File: config.mk
export PLATFORM = sky130hd
export DESIGN_NAME = uart_top
export DESIGN_NICKNAME = d
export VERILOG_FILES = /design/src/uart_pkg.sv /design/src/sync_fifo.sv /design/src/uart_receiver.sv /design/src/uart_top.sv /design/src/uart_transmitter.sv /design/src/uart_wb_regs.sv
export SDC_FILE = /design/constraint.sdc
export NUM_CORES = 1
export LEC_CHECK = 0
export BUFFER_PORTS_ARGS = -buffer_cell sky130_fd_sc_hd__buf_4
export CAP_MARGIN = 0
export CORE_UTILIZATION = 40
export CTS_BUF_LIST = sky130_fd_sc_hd__clkbuf_2 sky130_fd_sc_hd__clkbuf_4 sky130_fd_sc_hd__clkbuf_8
export DETAILED_ROUTE_END_ITERATION = 6
export GPL_TIMING_DRIVEN = 0
export PLACE_DENSITY = 0.53
export SYNTH_ARGS = -nofsm -noshare
export SYNTH_HDL_FRONTEND = slang
export SYNTH_SLANG_ARGS = --single-unit
File: constraint.sdc
create_clock -name clock -period 5.03 [get_ports clock]
set_input_delay 1.006 -clock clock [delete_from_list [all_inputs] [get_ports clock]]
set_output_delay 1.006 -clock clock [all_outputs]
set_load 0.1 [all_outputs]
File: src/uart_pkg.sv
package uart_pkg;

	// System clock in Hz
	localparam int CLOCK_HZ = 50_000_000;

	// Character and FIFO sizing
	localparam int DATA_BITS = 8;
	localparam int BIT_IDX_BITS = $clog2(DATA_BITS);
	localparam int FIFO_DEPTH = 16;
	localparam int FIFO_PTR_BITS = $clog2(FIFO_DEPTH);
	// Count holds 0 to FIFO_DEPTH
	localparam int FIFO_CNT_BITS = 5;

	// Wide enough for the 110 baud divisor
	localparam int BAUD_DIV_BITS = 19;

	// Clock cycles per bit, rounded to nearest
	function automatic logic [BAUD_DIV_BITS-1:0] baud_div(input int rate);
		return BAUD_DIV_BITS'((CLOCK_HZ + rate / 2) / rate);
	endfunction

	// Indexed by the CTRL baud code
	localparam logic [BAUD_DIV_BITS-1:0] baud_div_table [16] = '{
		baud_div(9600),
		baud_div(110),
		baud_div(300),
		baud_div(600),
		baud_div(1200),
		baud_div(2400),
		baud_div(4800),
		baud_div(14400),
		baud_div(19200),
		baud_div(38400),
		baud_div(57600),
		baud_div(115200),
		baud_div(230400),
		baud_div(460800),
		// 54 cycles per bit
		baud_div(921600),
		// Reserved code, same as 9600
		baud_div(9600)
	};

	// Word offsets, decoded from adr[3:2]
	typedef enum logic [1:0] {
		REG_DATA   = 2'd0,
		REG_STATUS = 2'd1,
		REG_CTRL   = 2'd2
	} reg_addr_e;

	typedef enum logic [1:0] {
		TX_IDLE,
		TX_START,
		TX_DATA,
		TX_STOP
	} tx_state_e;

	typedef enum logic [1:0] {
		RX_IDLE,
		RX_START,
		RX_DATA,
		RX_STOP
	} rx_state_e;

	// Master to slave
	typedef struct packed {
		logic        cyc;
		logic        stb;
		logic        we;
		logic [3:0]  adr;
		logic [31:0] dat;
	} wb_req_t;

	// Slave to master
	typedef struct packed {
		logic        ack;
		logic [31:0] dat;
	} wb_rsp_t;

	// Field order matches CTRL bits [7:0]
	typedef struct packed {
		logic       irq_tx_en;
		logic       irq_rx_en;
		logic       rx_en;
		logic       tx_en;
		logic [3:0] baud;
	} uart_ctrl_t;

	typedef struct packed {
		logic [FIFO_CNT_BITS-1:0] count;
		logic                     full;
		logic                     empty;
	} fifo_stat_t;

endpackage

File: src/sync_fifo.sv
module sync_fifo (
	input  logic                           clock,
	input  logic                           rst_n,
	input  logic                           clear,
	input  logic                           push,
	input  logic [uart_pkg::DATA_BITS-1:0] push_data,
	input  logic                           pop,
	output logic [uart_pkg::DATA_BITS-1:0] pop_data,
	output uart_pkg::fifo_stat_t           stat
);
	import uart_pkg::*;

	logic [DATA_BITS-1:0] mem [FIFO_DEPTH];
	logic [FIFO_PTR_BITS-1:0] wr_ptr;
	logic [FIFO_PTR_BITS-1:0] rd_ptr;
	logic [FIFO_CNT_BITS-1:0] count;
	logic full;
	logic empty;
	logic do_push;
	logic do_pop;

	assign full = (count == FIFO_CNT_BITS'(FIFO_DEPTH));
	assign empty = (count == '0);

	// Push when full and pop when empty are dropped
	assign do_push = push && !full;
	assign do_pop = pop && !empty;

	// Storage
	always_ff @(posedge clock) begin
		if (do_push) begin
			mem[wr_ptr] <= push_data;
		end
	end

	// Pointers wrap naturally at depth 16
	always_ff @(posedge clock) begin
		if (!rst_n) begin
			wr_ptr <= '0;
			rd_ptr <= '0;
			count <= '0;
		end else if (clear) begin
			// Clear beats push and pop
			wr_ptr <= '0;
			rd_ptr <= '0;
			count <= '0;
		end else begin
			if (do_push) begin
				wr_ptr <= wr_ptr + 1'b1;
			end
			if (do_pop) begin
				rd_ptr <= rd_ptr + 1'b1;
			end
			case ({do_push, do_pop})
				2'b10: count <= count + 1'b1;
				2'b01: count <= count - 1'b1;
				default: count <= count;
			endcase
		end
	end

	// Head is valid whenever not empty
	assign pop_data = mem[rd_ptr];

	assign stat.count = count;
	assign stat.full = full;
	assign stat.empty = empty;

	a_count_range: assert property (@(posedge clock) disable iff (!rst_n)
		count <= FIFO_DEPTH);

	// Pointer distance agrees with the occupancy count
	a_ptr_count: assert property (@(posedge clock) disable iff (!rst_n)
		FIFO_PTR_BITS'(wr_ptr - rd_ptr) == count[FIFO_PTR_BITS-1:0]);

endmodule

File: src/uart_receiver.sv
module uart_receiver (
	input  logic                               clock,
	input  logic                               rst_n,
	input  logic                               enable,
	input  logic [uart_pkg::BAUD_DIV_BITS-1:0] divisor,
	input  logic                               rxd,
	input  uart_pkg::fifo_stat_t               fifo_stat,
	output logic                               fifo_push,
	output logic [uart_pkg::DATA_BITS-1:0]     fifo_data,
	output logic                               overrun,
	output logic                               frame_err
);
	import uart_pkg::*;

	rx_state_e state;
	logic rxd_meta;
	logic rxd_sync;
	// Previous synced level, for the falling edge
	logic rxd_prev;
	logic [BAUD_DIV_BITS-1:0] cnt;
	logic [BAUD_DIV_BITS-1:0] bit_div;
	logic [BIT_IDX_BITS-1:0] bit_idx;
	logic [DATA_BITS-1:0] shreg;
	logic start_edge;
	logic half_end;
	logic bit_end;

	// Two-flop synchronizer, idle level is high
	always_ff @(posedge clock) begin
		if (!rst_n) begin
			rxd_meta <= 1'b1;
			rxd_sync <= 1'b1;
			rxd_prev <= 1'b1;
		end else begin
			rxd_meta <= rxd;
			rxd_sync <= rxd_meta;
			rxd_prev <= rxd_sync;
		end
	end

	assign start_edge = rxd_prev && !rxd_sync;
	// Middle of the start bit
	assign half_end = (cnt == (bit_div >> 1) - 1'b1);
	assign bit_end = (cnt == bit_div - 1'b1);

	// Divisor latched per frame, data shifted in LSB first
	always_ff @(posedge clock) begin
		if (state == RX_IDLE && start_edge) begin
			bit_div <= divisor;
		end
		if (state == RX_DATA && bit_end) begin
			shreg <= {rxd_sync, shreg[DATA_BITS-1:1]};
		end
	end

	// Stable until the next frame reaches RX_DATA
	assign fifo_data = shreg;

	always_ff @(posedge clock) begin
		if (!rst_n) begin
			state <= RX_IDLE;
			cnt <= '0;
			bit_idx <= '0;
			fifo_push <= 1'b0;
			overrun <= 1'b0;
			frame_err <= 1'b0;
		end else begin
			// Event outputs are single-cycle pulses
			fifo_push <= 1'b0;
			overrun <= 1'b0;
			frame_err <= 1'b0;
			case (state)
				RX_IDLE: begin
					cnt <= '0;
					if (start_edge) begin
						state <= RX_START;
					end
				end
				RX_START: begin
					if (half_end) begin
						cnt <= '0;
						bit_idx <= '0;
						// Glitch, not a start bit
						state <= rxd_sync ? RX_IDLE : RX_DATA;
					end else begin
						cnt <= cnt + 1'b1;
					end
				end
				RX_DATA: begin
					if (bit_end) begin
						cnt <= '0;
						if (bit_idx == BIT_IDX_BITS'(DATA_BITS - 1)) begin
							state <= RX_STOP;
						end else begin
							bit_idx <= bit_idx + 1'b1;
						end
					end else begin
						cnt <= cnt + 1'b1;
					end
				end
				RX_STOP: begin
					if (bit_end) begin
						// Back to idle at mid stop bit
						state <= RX_IDLE;
						cnt <= '0;
						if (enable) begin
							if (!rxd_sync) begin
								frame_err <= 1'b1;
							end else if (fifo_stat.full) begin
								overrun <= 1'b1;
							end else begin
								fifo_push <= 1'b1;
							end
						end
					end else begin
						cnt <= cnt + 1'b1;
					end
				end
				default: state <= RX_IDLE;
			endcase
		end
	end

	// Push is decided a cycle early, room must still be there
	a_no_push_full: assert property (@(posedge clock) disable iff (!rst_n)
		fifo_push |-> !fifo_stat.full);

endmodule

File: src/uart_top.sv
module uart_top (
	input  logic              clock,
	input  logic              rst_n,
	input  uart_pkg::wb_req_t bus_req,
	output uart_pkg::wb_rsp_t bus_rsp,
	output logic              txd,
	input  logic              rxd,
	output logic              irq
);
	import uart_pkg::*;

	// TX path
	fifo_stat_t tx_stat;
	logic tx_push;
	logic [DATA_BITS-1:0] tx_wdata;
	logic tx_pop;
	logic [DATA_BITS-1:0] tx_rdata;
	logic tx_clear;
	logic tx_en;
	logic tx_busy;

	// RX path
	fifo_stat_t rx_stat;
	logic rx_push;
	logic [DATA_BITS-1:0] rx_wdata;
	logic rx_pop;
	logic [DATA_BITS-1:0] rx_rdata;
	logic rx_clear;
	logic rx_en;
	logic overrun;
	logic frame_err;

	logic [BAUD_DIV_BITS-1:0] divisor;

	// Bus slave, status and interrupt
	uart_wb_regs regs (
		.clock     (clock),
		.rst_n     (rst_n),
		.bus_req   (bus_req),
		.bus_rsp   (bus_rsp),
		.tx_stat   (tx_stat),
		.rx_stat   (rx_stat),
		.rx_data   (rx_rdata),
		.tx_busy   (tx_busy),
		.overrun   (overrun),
		.frame_err (frame_err),
		.tx_push   (tx_push),
		.tx_data   (tx_wdata),
		.rx_pop    (rx_pop),
		.tx_clear  (tx_clear),
		.rx_clear  (rx_clear),
		.divisor   (divisor),
		.tx_en     (tx_en),
		.rx_en     (rx_en),
		.irq       (irq)
	);

	sync_fifo tx_fifo (
		.clock     (clock),
		.rst_n     (rst_n),
		.clear     (tx_clear),
		.push      (tx_push),
		.push_data (tx_wdata),
		.pop       (tx_pop),
		.pop_data  (tx_rdata),
		.stat      (tx_stat)
	);

	sync_fifo rx_fifo (
		.clock     (clock),
		.rst_n     (rst_n),
		.clear     (rx_clear),
		.push      (rx_push),
		.push_data (rx_wdata),
		.pop       (rx_pop),
		.pop_data  (rx_rdata),
		.stat      (rx_stat)
	);

	uart_transmitter transmitter (
		.clock     (clock),
		.rst_n     (rst_n),
		.enable    (tx_en),
		.divisor   (divisor),
		.fifo_stat (tx_stat),
		.fifo_data (tx_rdata),
		.fifo_pop  (tx_pop),
		.busy      (tx_busy),
		.txd       (txd)
	);

	uart_receiver receiver (
		.clock     (clock),
		.rst_n     (rst_n),
		.enable    (rx_en),
		.divisor   (divisor),
		.rxd       (rxd),
		.fifo_stat (rx_stat),
		.fifo_push (rx_push),
		.fifo_data (rx_wdata),
		.overrun   (overrun),
		.frame_err (frame_err)
	);

endmodule

File: src/uart_transmitter.sv
module uart_transmitter (
	input  logic                               clock,
	input  logic                               rst_n,
	input  logic                               enable,
	input  logic [uart_pkg::BAUD_DIV_BITS-1:0] divisor,
	input  uart_pkg::fifo_stat_t               fifo_stat,
	input  logic [uart_pkg::DATA_BITS-1:0]     fifo_data,
	output logic                               fifo_pop,
	output logic                               busy,
	output logic                               txd
);
	import uart_pkg::*;

	tx_state_e state;
	logic [BAUD_DIV_BITS-1:0] cnt;
	// Divisor held for the current bit
	logic [BAUD_DIV_BITS-1:0] bit_div;
	logic [BIT_IDX_BITS-1:0] bit_idx;
	logic [DATA_BITS-1:0] shreg;
	logic bit_end;

	// Take one byte when idle and allowed
	assign fifo_pop = (state == TX_IDLE) && enable && !fifo_stat.empty;
	assign bit_end = (cnt == bit_div - 1'b1);

	// Busy from the pop cycle through the stop bit
	assign busy = (state != TX_IDLE) || fifo_pop;

	// Payload and per-bit divisor
	always_ff @(posedge clock) begin
		if (fifo_pop) begin
			shreg <= fifo_data;
			bit_div <= divisor;
		end else if (state != TX_IDLE && bit_end) begin
			// New divisor only at a bit boundary
			bit_div <= divisor;
			if (state == TX_START || state == TX_DATA) begin
				shreg <= shreg >> 1;
			end
		end
	end

	always_ff @(posedge clock) begin
		if (!rst_n) begin
			state <= TX_IDLE;
			cnt <= '0;
			bit_idx <= '0;
			txd <= 1'b1;
		end else begin
			case (state)
				TX_IDLE: begin
					cnt <= '0;
					if (fifo_pop) begin
						// Start bit
						state <= TX_START;
						txd <= 1'b0;
					end
				end
				TX_START: begin
					if (bit_end) begin
						state <= TX_DATA;
						cnt <= '0;
						bit_idx <= '0;
						// LSB first
						txd <= shreg[0];
					end else begin
						cnt <= cnt + 1'b1;
					end
				end
				TX_DATA: begin
					if (bit_end) begin
						cnt <= '0;
						if (bit_idx == BIT_IDX_BITS'(DATA_BITS - 1)) begin
							state <= TX_STOP;
							txd <= 1'b1;
						end else begin
							bit_idx <= bit_idx + 1'b1;
							txd <= shreg[0];
						end
					end else begin
						cnt <= cnt + 1'b1;
					end
				end
				TX_STOP: begin
					if (bit_end) begin
						state <= TX_IDLE;
						cnt <= '0;
					end else begin
						cnt <= cnt + 1'b1;
					end
				end
				default: state <= TX_IDLE;
			endcase
		end
	end

	// Line rests high between frames
	a_idle_high: assert property (@(posedge clock) disable iff (!rst_n)
		(state == TX_IDLE) |-> txd);

endmodule

File: src/uart_wb_regs.sv
module uart_wb_regs (
	input  logic                               clock,
	input  logic                               rst_n,
	input  uart_pkg::wb_req_t                  bus_req,
	output uart_pkg::wb_rsp_t                  bus_rsp,
	input  uart_pkg::fifo_stat_t               tx_stat,
	input  uart_pkg::fifo_stat_t               rx_stat,
	input  logic [uart_pkg::DATA_BITS-1:0]     rx_data,
	input  logic                               tx_busy,
	input  logic                               overrun,
	input  logic                               frame_err,
	output logic                               tx_push,
	output logic [uart_pkg::DATA_BITS-1:0]     tx_data,
	output logic                               rx_pop,
	output logic                               tx_clear,
	output logic                               rx_clear,
	output logic [uart_pkg::BAUD_DIV_BITS-1:0] divisor,
	output logic                               tx_en,
	output logic                               rx_en,
	output logic                               irq
);
	import uart_pkg::*;

	uart_ctrl_t ctrl;
	reg_addr_e addr;
	logic ack;
	logic wr_acc;
	logic rd_acc;
	logic overrun_q;
	logic frame_err_q;
	logic status_rd;
	logic [31:0] rdata;

	// One-cycle ack, then drop while master removes stb
	always_ff @(posedge clock) begin
		if (!rst_n) begin
			ack <= 1'b0;
		end else begin
			ack <= bus_req.cyc && bus_req.stb && !ack;
		end
	end

	assign addr = reg_addr_e'(bus_req.adr[3:2]);

	// Side effects only in the ack cycle
	assign wr_acc = ack && bus_req.we;
	assign rd_acc = ack && !bus_req.we;
	assign status_rd = rd_acc && (addr == REG_STATUS);

	// Full FIFO drops the byte silently
	assign tx_push = wr_acc && (addr == REG_DATA) && !tx_stat.full;
	assign tx_data = bus_req.dat[DATA_BITS-1:0];
	assign rx_pop = rd_acc && (addr == REG_DATA) && !rx_stat.empty;

	// Self-clearing bits 8 and 9
	assign tx_clear = wr_acc && (addr == REG_CTRL) && bus_req.dat[8];
	assign rx_clear = wr_acc && (addr == REG_CTRL) && bus_req.dat[9];

	always_ff @(posedge clock) begin
		if (!rst_n) begin
			ctrl <= '0;
		end else if (wr_acc && addr == REG_CTRL) begin
			ctrl <= uart_ctrl_t'(bus_req.dat[7:0]);
		end
	end

	assign tx_en = ctrl.tx_en;
	assign rx_en = ctrl.rx_en;

	// Sticky errors; a new event beats the read clear
	always_ff @(posedge clock) begin
		if (!rst_n) begin
			overrun_q <= 1'b0;
			frame_err_q <= 1'b0;
		end else begin
			if (overrun) begin
				overrun_q <= 1'b1;
			end else if (status_rd) begin
				overrun_q <= 1'b0;
			end
			if (frame_err) begin
				frame_err_q <= 1'b1;
			end else if (status_rd) begin
				frame_err_q <= 1'b0;
			end
		end
	end

	// Divisor lookup and interrupt, both registered
	always_ff @(posedge clock) begin
		if (!rst_n) begin
			divisor <= baud_div_table[0];
			irq <= 1'b0;
		end else begin
			divisor <= baud_div_table[ctrl.baud];
			irq <= (ctrl.irq_rx_en && !rx_stat.empty) ||
				(ctrl.irq_tx_en && tx_stat.empty && !tx_busy);
		end
	end

	// Read mux
	always_comb begin
		case (addr)
			REG_DATA: rdata = {24'd0, rx_stat.empty ? 8'h00 : rx_data};
			REG_STATUS: rdata = {11'd0, frame_err_q, overrun_q, tx_busy,
				rx_stat.empty, tx_stat.full, 3'd0, rx_stat.count, 3'd0, tx_stat.count};
			REG_CTRL: rdata = {24'd0, ctrl};
			default: rdata = 32'd0;
		endcase
	end

	always_comb begin
		bus_rsp.ack = ack;
		bus_rsp.dat = ack ? rdata : 32'd0;
	end

	// Master must hold the request through ack
	a_ack_in_cycle: assert property (@(posedge clock) disable iff (!rst_n)
		bus_rsp.ack |-> (bus_req.cyc && bus_req.stb));

endmodule
==> summary.md, run 1 <==
| Metric | Value |
|---|---|
| # rows | 79 |
| PortBufs | 38 |
| Nets | 1665 |
| Cells after synthesis | 1452 |
| Number of antenna violations at the first check in global routing | 0 |
| Multi-input combinational cell area | 7000 sq um |
| Clock network latency to the later pin of the worst-skew pair | 0.63 ns |
| CP arrival | 3.65 ns |
| CTS clk-pin slew, worst paths | 0.06 ns |
| Commonest non-fill, non-tap cells in the layout | edfxtp_1 (310), nor2_1 (125), dfxtp_1 (120) |
| Worst r2r path cells | 11 |
| Clock tree from TritonCTS | yes |
| Cts bufs inserted | 74 |
| Worst Max-Slew Pin Slew | 1.26 ns |
| Critical path launch point type | flip-flop |
| Ys async rst share | 0 |
| Share of the synthesized area in the top cell type | 0.485 |
| Setup violations, final | 0 |
| Sequential share of the synthesized area | 0.610 |
| IO Pins | 77 |
| Post-Syn Area | 19200 sq um |
| Worst EP required | 4.02 ns |
| Peak VDD IR | 0.197 mV |
| Post-synth top flop | edfxtp_1 |
| # fillers | 4245 |
| Die width | 221 um |
| Synth warn | 0 |
| Die ar. | 48800 sq um |
| Postcts setup bufs | 0 |
| DRC Markers | 0 |
| Critical path type | flip-flop to output pin |
| Final Max Slew Viols | 0 |
| Global-route wire length before repair | 68800 um |
| Drt first pass iters | 5 |
| Tmin final | 4.65 ns |
| Leak | 7.16 nW |
| Max Root-Sink Buffers | 3 |
| Max Cap Violations | 0 |
| H-tree Lvls | 3 |
| Via/cell ratio | 5.31 |
| Area leader, netlist | edfxtp_1 |
| Placer congestion estimate | 0.887 |
| Die Y | 221 um |
| Register area | 11700 sq um |
| Antenna viol nets, final | 0 |
| Finished Core Util | 0.464 |
| TNS Setup | 0 ns |
| FMAX | 0.215 GHz |
| Status | completed |
| Critical path endpoint category | output pin |
| Worst Path Max Fanout | 19 |
| Vias in the first global route | 11662 |
| Starting Density | 0.409 |
| Worst min path class | flip-flop to flip-flop |
| Hold Fails Final Rpt | 0 |
| Average wire per standard cell | 20.0 um |
| Max-slew headroom | 0.157 |
| Largest net degree at the start of global routing | 20 |
| Synth unique cells | 78 |
| Hpwl dp | 31100 um |
| EDFF count, synth | 310 |
| Total number of vias | 11939 |
| Clock skew | 0.0244 ns |
| Cts hold-fix bufs | 0 |
| TritonCTS Sinks | 430 |
| #FFs+latches synth | 430 |
| Root buf cell | clkbuf_8 |
| DR iter-0 viols | 933 |
| Syn Area/Cell | 13.2 sq um |
| Final Cycle Share | 0.925 |
| PD cells | 335 nW/um^2 |
| GRT overflow | 0 |
| Total Routing Usage GR | 0.186 |
| Hold Path Depth | 1 |
| Core area | 47000 sq um |
| Leading post-synthesis cells by cell area | edfxtp_1 (49%), dfxtp_1 (13%), mux4_2 (8.3%) |
| Layout area overhead | 13.7% |
| Commonest non-fill, non-tap cell in the layout | edfxtp_1 |
| RSZ-0062 raised after global routing | false |
| Routed wire length | 45000 um |
| Layout cell share with drive strength beyond 1 | 0.176 |
-- flip-flops by register name, indices dropped and copies added (netlist names), 3 cells and up, named ones only --
name,count
rx_fifo.mem,128
tx_fifo.mem,128
receiver.bit_div,19
receiver.cnt,19
regs.divisor,19
transmitter.bit_div,19
transmitter.cnt,19
receiver.fifo_data,8
transmitter.shreg,8
regs.ctrl,6
rx_fifo.count,5
tx_fifo.count,5
rx_fifo.rd_ptr,4
rx_fifo.wr_ptr,4
tx_fifo.rd_ptr,4
tx_fifo.wr_ptr,4
receiver.bit_idx,3
transmitter.bit_idx,3
-- logic make-up (layout without fill, tap and decap cells) --
| logic type | after synthesis | in the layout | synth area share |
|---|---|---|---|
| adders and majority gates | 42 | 42 | 0.0282 |
| buffers and inverters | 129 | 303 | 0.0291 |
| other | 1 | 15 | 0.000195 |
| and+or+nand+nor | 478 | 478 | 0.128 |
| DFF | 430 | 430 | 0.610 |
| AOI/OAI and AO/OA | 162 | 162 | 0.0558 |
| xor gates and xnor gates | 124 | 124 | 0.0573 |
| muxes | 86 | 86 | 0.0912 |
-- what timing repair did --
action	CTS	global route
resized for setup	6	0
endpoints found under the setup margin	6	1
pin swaps	0	0
-- synth_stat cells (4+ instances only) --
| cell type | number |
|---|---|
| nand3_1 | 26 |
| nor2_1 | 127 |
| nor3b_1 | 9 |
| buf_1 | 11 |
| nand2b_1 | 16 |
| or2_2 | 9 |
| a222oi_1 | 5 |
| nand4_1 | 31 |
| buf_4 | 17 |
| a21oi_1 | 62 |
| nor3_1 | 40 |
| dfxtp_1 | 120 |
| or4_1 | 8 |
| nand4b_1 | 6 |
| nor4b_1 | 5 |
| a211oi_1 | 14 |
| edfxtp_1 | 310 |
| o21a_1 | 4 |
| or3_1 | 8 |
| clkbuf_1 | 55 |
| and3_1 | 22 |
| xnor2_1 | 67 |
| inv_1 | 37 |
| nor4_1 | 15 |
| nand2_1 | 105 |
| mux4_2 | 71 |
| o21ai_0 | 16 |
| a21o_1 | 6 |
| o31ai_1 | 7 |
| ha_1 | 40 |
| and3b_1 | 4 |
| buf_2 | 8 |
| a311oi_1 | 4 |
| mux2i_1 | 14 |
| and4_1 | 4 |
| nor2b_1 | 28 |
| a31oi_1 | 7 |
| xor2_1 | 56 |
| o21ai_1 | 4 |
-- routing by layer --
metal	track usage	share of wire	vias up
met4	0.0629	0.021	0
met3	0.0400	0.059	69
li1	-	-	5662
met5	0	0	-
met1	0.253	0.46	5883
met2	0.296	0.46	325
-- metrics by stage --
stage / hold WS (ns) / total power, mW / cells / setup slack, ns / area [sq um]
floorplan: 0.386 / 4.16 / 1465 / 0.627 / 19200
finish: 0.409 / 7.31 / 2247 / 0.376 / 21800
CTS: 0.406 / 7.41 / 2246 / 0.128 / 21800
detailed placement: 0.392 / 4.26 / 2112 / 0.441 / 20300
global route: 0.435 / 7.61 / 2246 / 0.120 / 21800
global placement: 0.397 / 4.26 / 2110 / 0.259 / 20300
-- report_power, final --
| part | leakage, nW | switching [mW] | total, mW | internal [mW] |
|---|---|---|---|---|
| clock network | 0.772 | 1.40 | 3.12 | 1.72 |
| logic | 2.64 | 0.228 | 0.325 | 0.0974 |
| registers | 3.74 | 0.0417 | 3.86 | 3.82 |
-- critical path: stages, from the launching register on --
cell	delay (ns)
dfxtp_1	0.31
clkbuf_1	0.31
buf_4	0.46
mux4_2	0.58
nor2b_1	0.16
a211oi_1	0.35
a21oi_1	0.13
a222oi_1	0.28
nor2b_1	0.16
buf_4	0.26
-- final timing paths --
path | from | to | slack (ns)
worst max register to register | receiver.bit_div[1] | receiver.cnt[17] | 1.10
worst min-delay path | receiver.rxd_meta | receiver.rxd_sync | 0.41
worst max-delay path | flip-flop | bus_rsp[2] | 0.38
worst min register to register | receiver.rxd_meta | receiver.rxd_sync | 0.41
-- layout make-up --
class	instances	share of cell area
sequential	430	0.537
multi-input combinational	906	0.321
clock buffer	108	0.0599
tap	607	0.0348
buffer	90	0.0193
timing repair buffer	41	0.0141
clock inverter	26	0.00712
inverter	38	0.00654
antenna	1	0.000115
No activity file was read; power rests on OpenSTA's default activity.
==> inputs of run 2 (changes only) <==
--- a/config.mk
+++ b/config.mk
@@ -7,11 +7,11 @@
 export LEC_CHECK = 0
 export BUFFER_PORTS_ARGS = -buffer_cell sky130_fd_sc_hd__buf_4
 export CAP_MARGIN = 0
-export CORE_UTILIZATION = 40
+export CORE_UTILIZATION = 45
 export CTS_BUF_LIST = sky130_fd_sc_hd__clkbuf_2 sky130_fd_sc_hd__clkbuf_4 sky130_fd_sc_hd__clkbuf_8
 export DETAILED_ROUTE_END_ITERATION = 6
 export GPL_TIMING_DRIVEN = 0
-export PLACE_DENSITY = 0.53
+export PLACE_DENSITY = 0.58
 export SYNTH_ARGS = -nofsm -noshare
 export SYNTH_HDL_FRONTEND = slang
 export SYNTH_SLANG_ARGS = --single-unit
==> summary.md, run 2 (synthesis results as in run 1) <==
| Metric | Value |
|---|---|
| Status | completed |
| Final Max Slew Viols | 0 |
| Hold Fails Final Rpt | 0 |
| Clock skew | 0.0331 ns |
| TritonCTS Sinks | 430 |
| Via/cell ratio | 5.48 |
| Die width | 208 um |
| Commonest non-fill, non-tap cells in the layout | edfxtp_1 (310), nor2_1 (125), dfxtp_1 (120) |
| Starting Density | 0.456 |
| DR WL met3 | 1970 um |
| TNS Setup | 0 ns |
| Layout cell share with drive strength beyond 1 | 0.171 |
| Tmin final | 4.75 ns |
| Leak | 7.13 nW |
| Total number of vias | 11928 |
| Slowest cell on crit path | mux4_2 |
| Place WS | 0.368 ns |
| Commonest non-fill, non-tap cell in the layout | edfxtp_1 |
| Max Root-Sink Buffers | 3 |
| ANT cells | 0 |
| Largest net degree at the start of global routing | 20 |
| IO Pins | 77 |
| DR iter-0 viols | 800 |
| Layout area overhead | 12.9% |
| Peak VDD IR | 0.231 mV |
| Die ar. | 43500 sq um |
| Most Frequent Cell on Critical Path | clkbuf_4 |
| PnR worst setup slack | 0.277 ns |
| Wire length on met2 | 20700 um |
| PortBufs | 38 |
| Final Cycle Share | 0.945 |
| Nets | 1664 |
| Worst Path Max Fanout | 10 |
| Hpwl dp | 29800 um |
| Antenna viol nets, final | 0 |
| FMAX | 0.210 GHz |
| Root buf cell | clkbuf_8 |
| H-tree Lvls | 3 |
| Critical path endpoint category | output pin |
| Placer congestion estimate | 0.880 |
| Max Cap Violations | 0 |
| Setup violations, final | 0 |
| Drt first pass iters | 5 |
| Critical path, cell by cell | clkbuf_1 -> clkbuf_4 -> clkbuf_4 -> mux4_2 -> mux2i_1 -> a21oi_1 -> a222oi_1 -> nor2b_1 -> buf_4 |
| Global-route wire length before repair | 67300 um |
| Worst min path class | flip-flop to flip-flop |
| Worst Max-Slew Pin Slew | 1.28 ns |
| M1 wire length | 19400 um |
| # rows | 75 |
| CP arrival | 3.75 ns |
| Worst EP required | 4.02 ns |
| Biggest regs | rx_fifo.mem (128), tx_fifo.mem (128) |
| Critical path type | flip-flop to output pin |
| # fillers | 3583 |
| Critical path launch point type | flip-flop |
| Number of antenna violations at the first check in global routing | 0 |
| Total Routing Usage GR | 0.203 |
| Clock tree from TritonCTS | yes |
| GRT overflow | 0 |
| Critical Path Max Stage Delay | 0.56 ns |
| Average wire per standard cell | 19.8 um |
| Worst Hold Margin | 0.415 ns |
| Clock network latency to the later pin of the worst-skew pair | 0.65 ns |
| CTS clk-pin slew, worst paths | 0.06 ns |
| Cts bufs inserted | 72 |
| Core area | 42000 sq um |
| Max-slew headroom | 0.141 |
| Die Y | 208 um |
| Top layer in use | met4 |
| RSZ-0062 raised after global routing | false |
| Power, Total | 7.21 mW |
| Vias in the first global route | 11752 |
| DRC Markers | 0 |
| Routed wire length | 43200 um |
| PD cells | 333 nW/um^2 |
==> run 2: changes by cell type in the layout (fill, tap and decap cells not counted), moves of 2 or more <==
cell,change
clkbuf_4,-7
nor3_1,+4
nor3_2,-4
clkinv_2,+3
clkinv_8,+2
clkinvlp_4,-2
==> run 2: power by group <==
part | switching [mW] | leakage (nW) | internal, mW
combinational | 0.224 | 2.63 | 0.0972
clock | 1.41 | 0.754 | 1.62
sequential | 0.0419 | 3.74 | 3.82
total | 1.67 | 7.13 | 5.54
==> run 2: timing repair <==
item	in CTS	in global routing
pin swaps	0	0
endpoints found under the setup margin	6	5
hold buffers	0	0
gates cloned	0	0
resized for setup	6	2
buffers inserted	0	0
==> run 2: layout make-up <==
cell class	count	area, sq um	share of cell area
timing repair buffer	41	305	0.0141
tap	539	674	0.0311
inverter	38	143	0.00659
buffer	91	429	0.0198
clock buffer	100	1240	0.0575
clock inverter	30	175	0.00809
multi-input combinational	906	6980	0.322
sequential	430	11700	0.541
==> run 2: worst paths after layout <==
| check | from | to | slack [ns] | cells after the start |
|---|---|---|---|---|
| hold reg to reg | receiver.rxd_meta | receiver.rxd_sync | 0.42 | 1 |
| setup reg to reg | receiver.bit_div[1] | receiver.cnt[16] | 1.06 | 11 |
| setup / recovery | flip-flop | bus_rsp[1] | 0.28 | 9 |
| hold / removal | receiver.rxd_meta | receiver.rxd_sync | 0.42 | 1 |
==> run 2: through the flow <==
stage	utilization	std cells	instance area, sq um
floorplan	-	1465	19200
global placement	0.480	2042	20200
detailed placement	0.481	2043	20200
CTS	0.515	2173	21600
global route	0.515	2175	21700
finish	0.515	2175	21700
==> run 2: worst max-delay path: cells and delay by family, from the launching register on <==
kind                   cells  cell delay, ns
buffers and inverters      4            1.33
muxes                      2            0.72
AOI/OAI and AO/OA          2            0.60
DFF                        1            0.31
and+or+nand+nor            1            0.13
==> run 2: routing by layer <==
| metal | track usage | vias to the layer above |
|---|---|---|
| li1 | - | 5648 |
| met1 | 0.276 | 5906 |
| met2 | 0.331 | 289 |
| met3 | 0.0362 | 85 |
| met4 | 0.0664 | 0 |
| met5 | 0 | - |
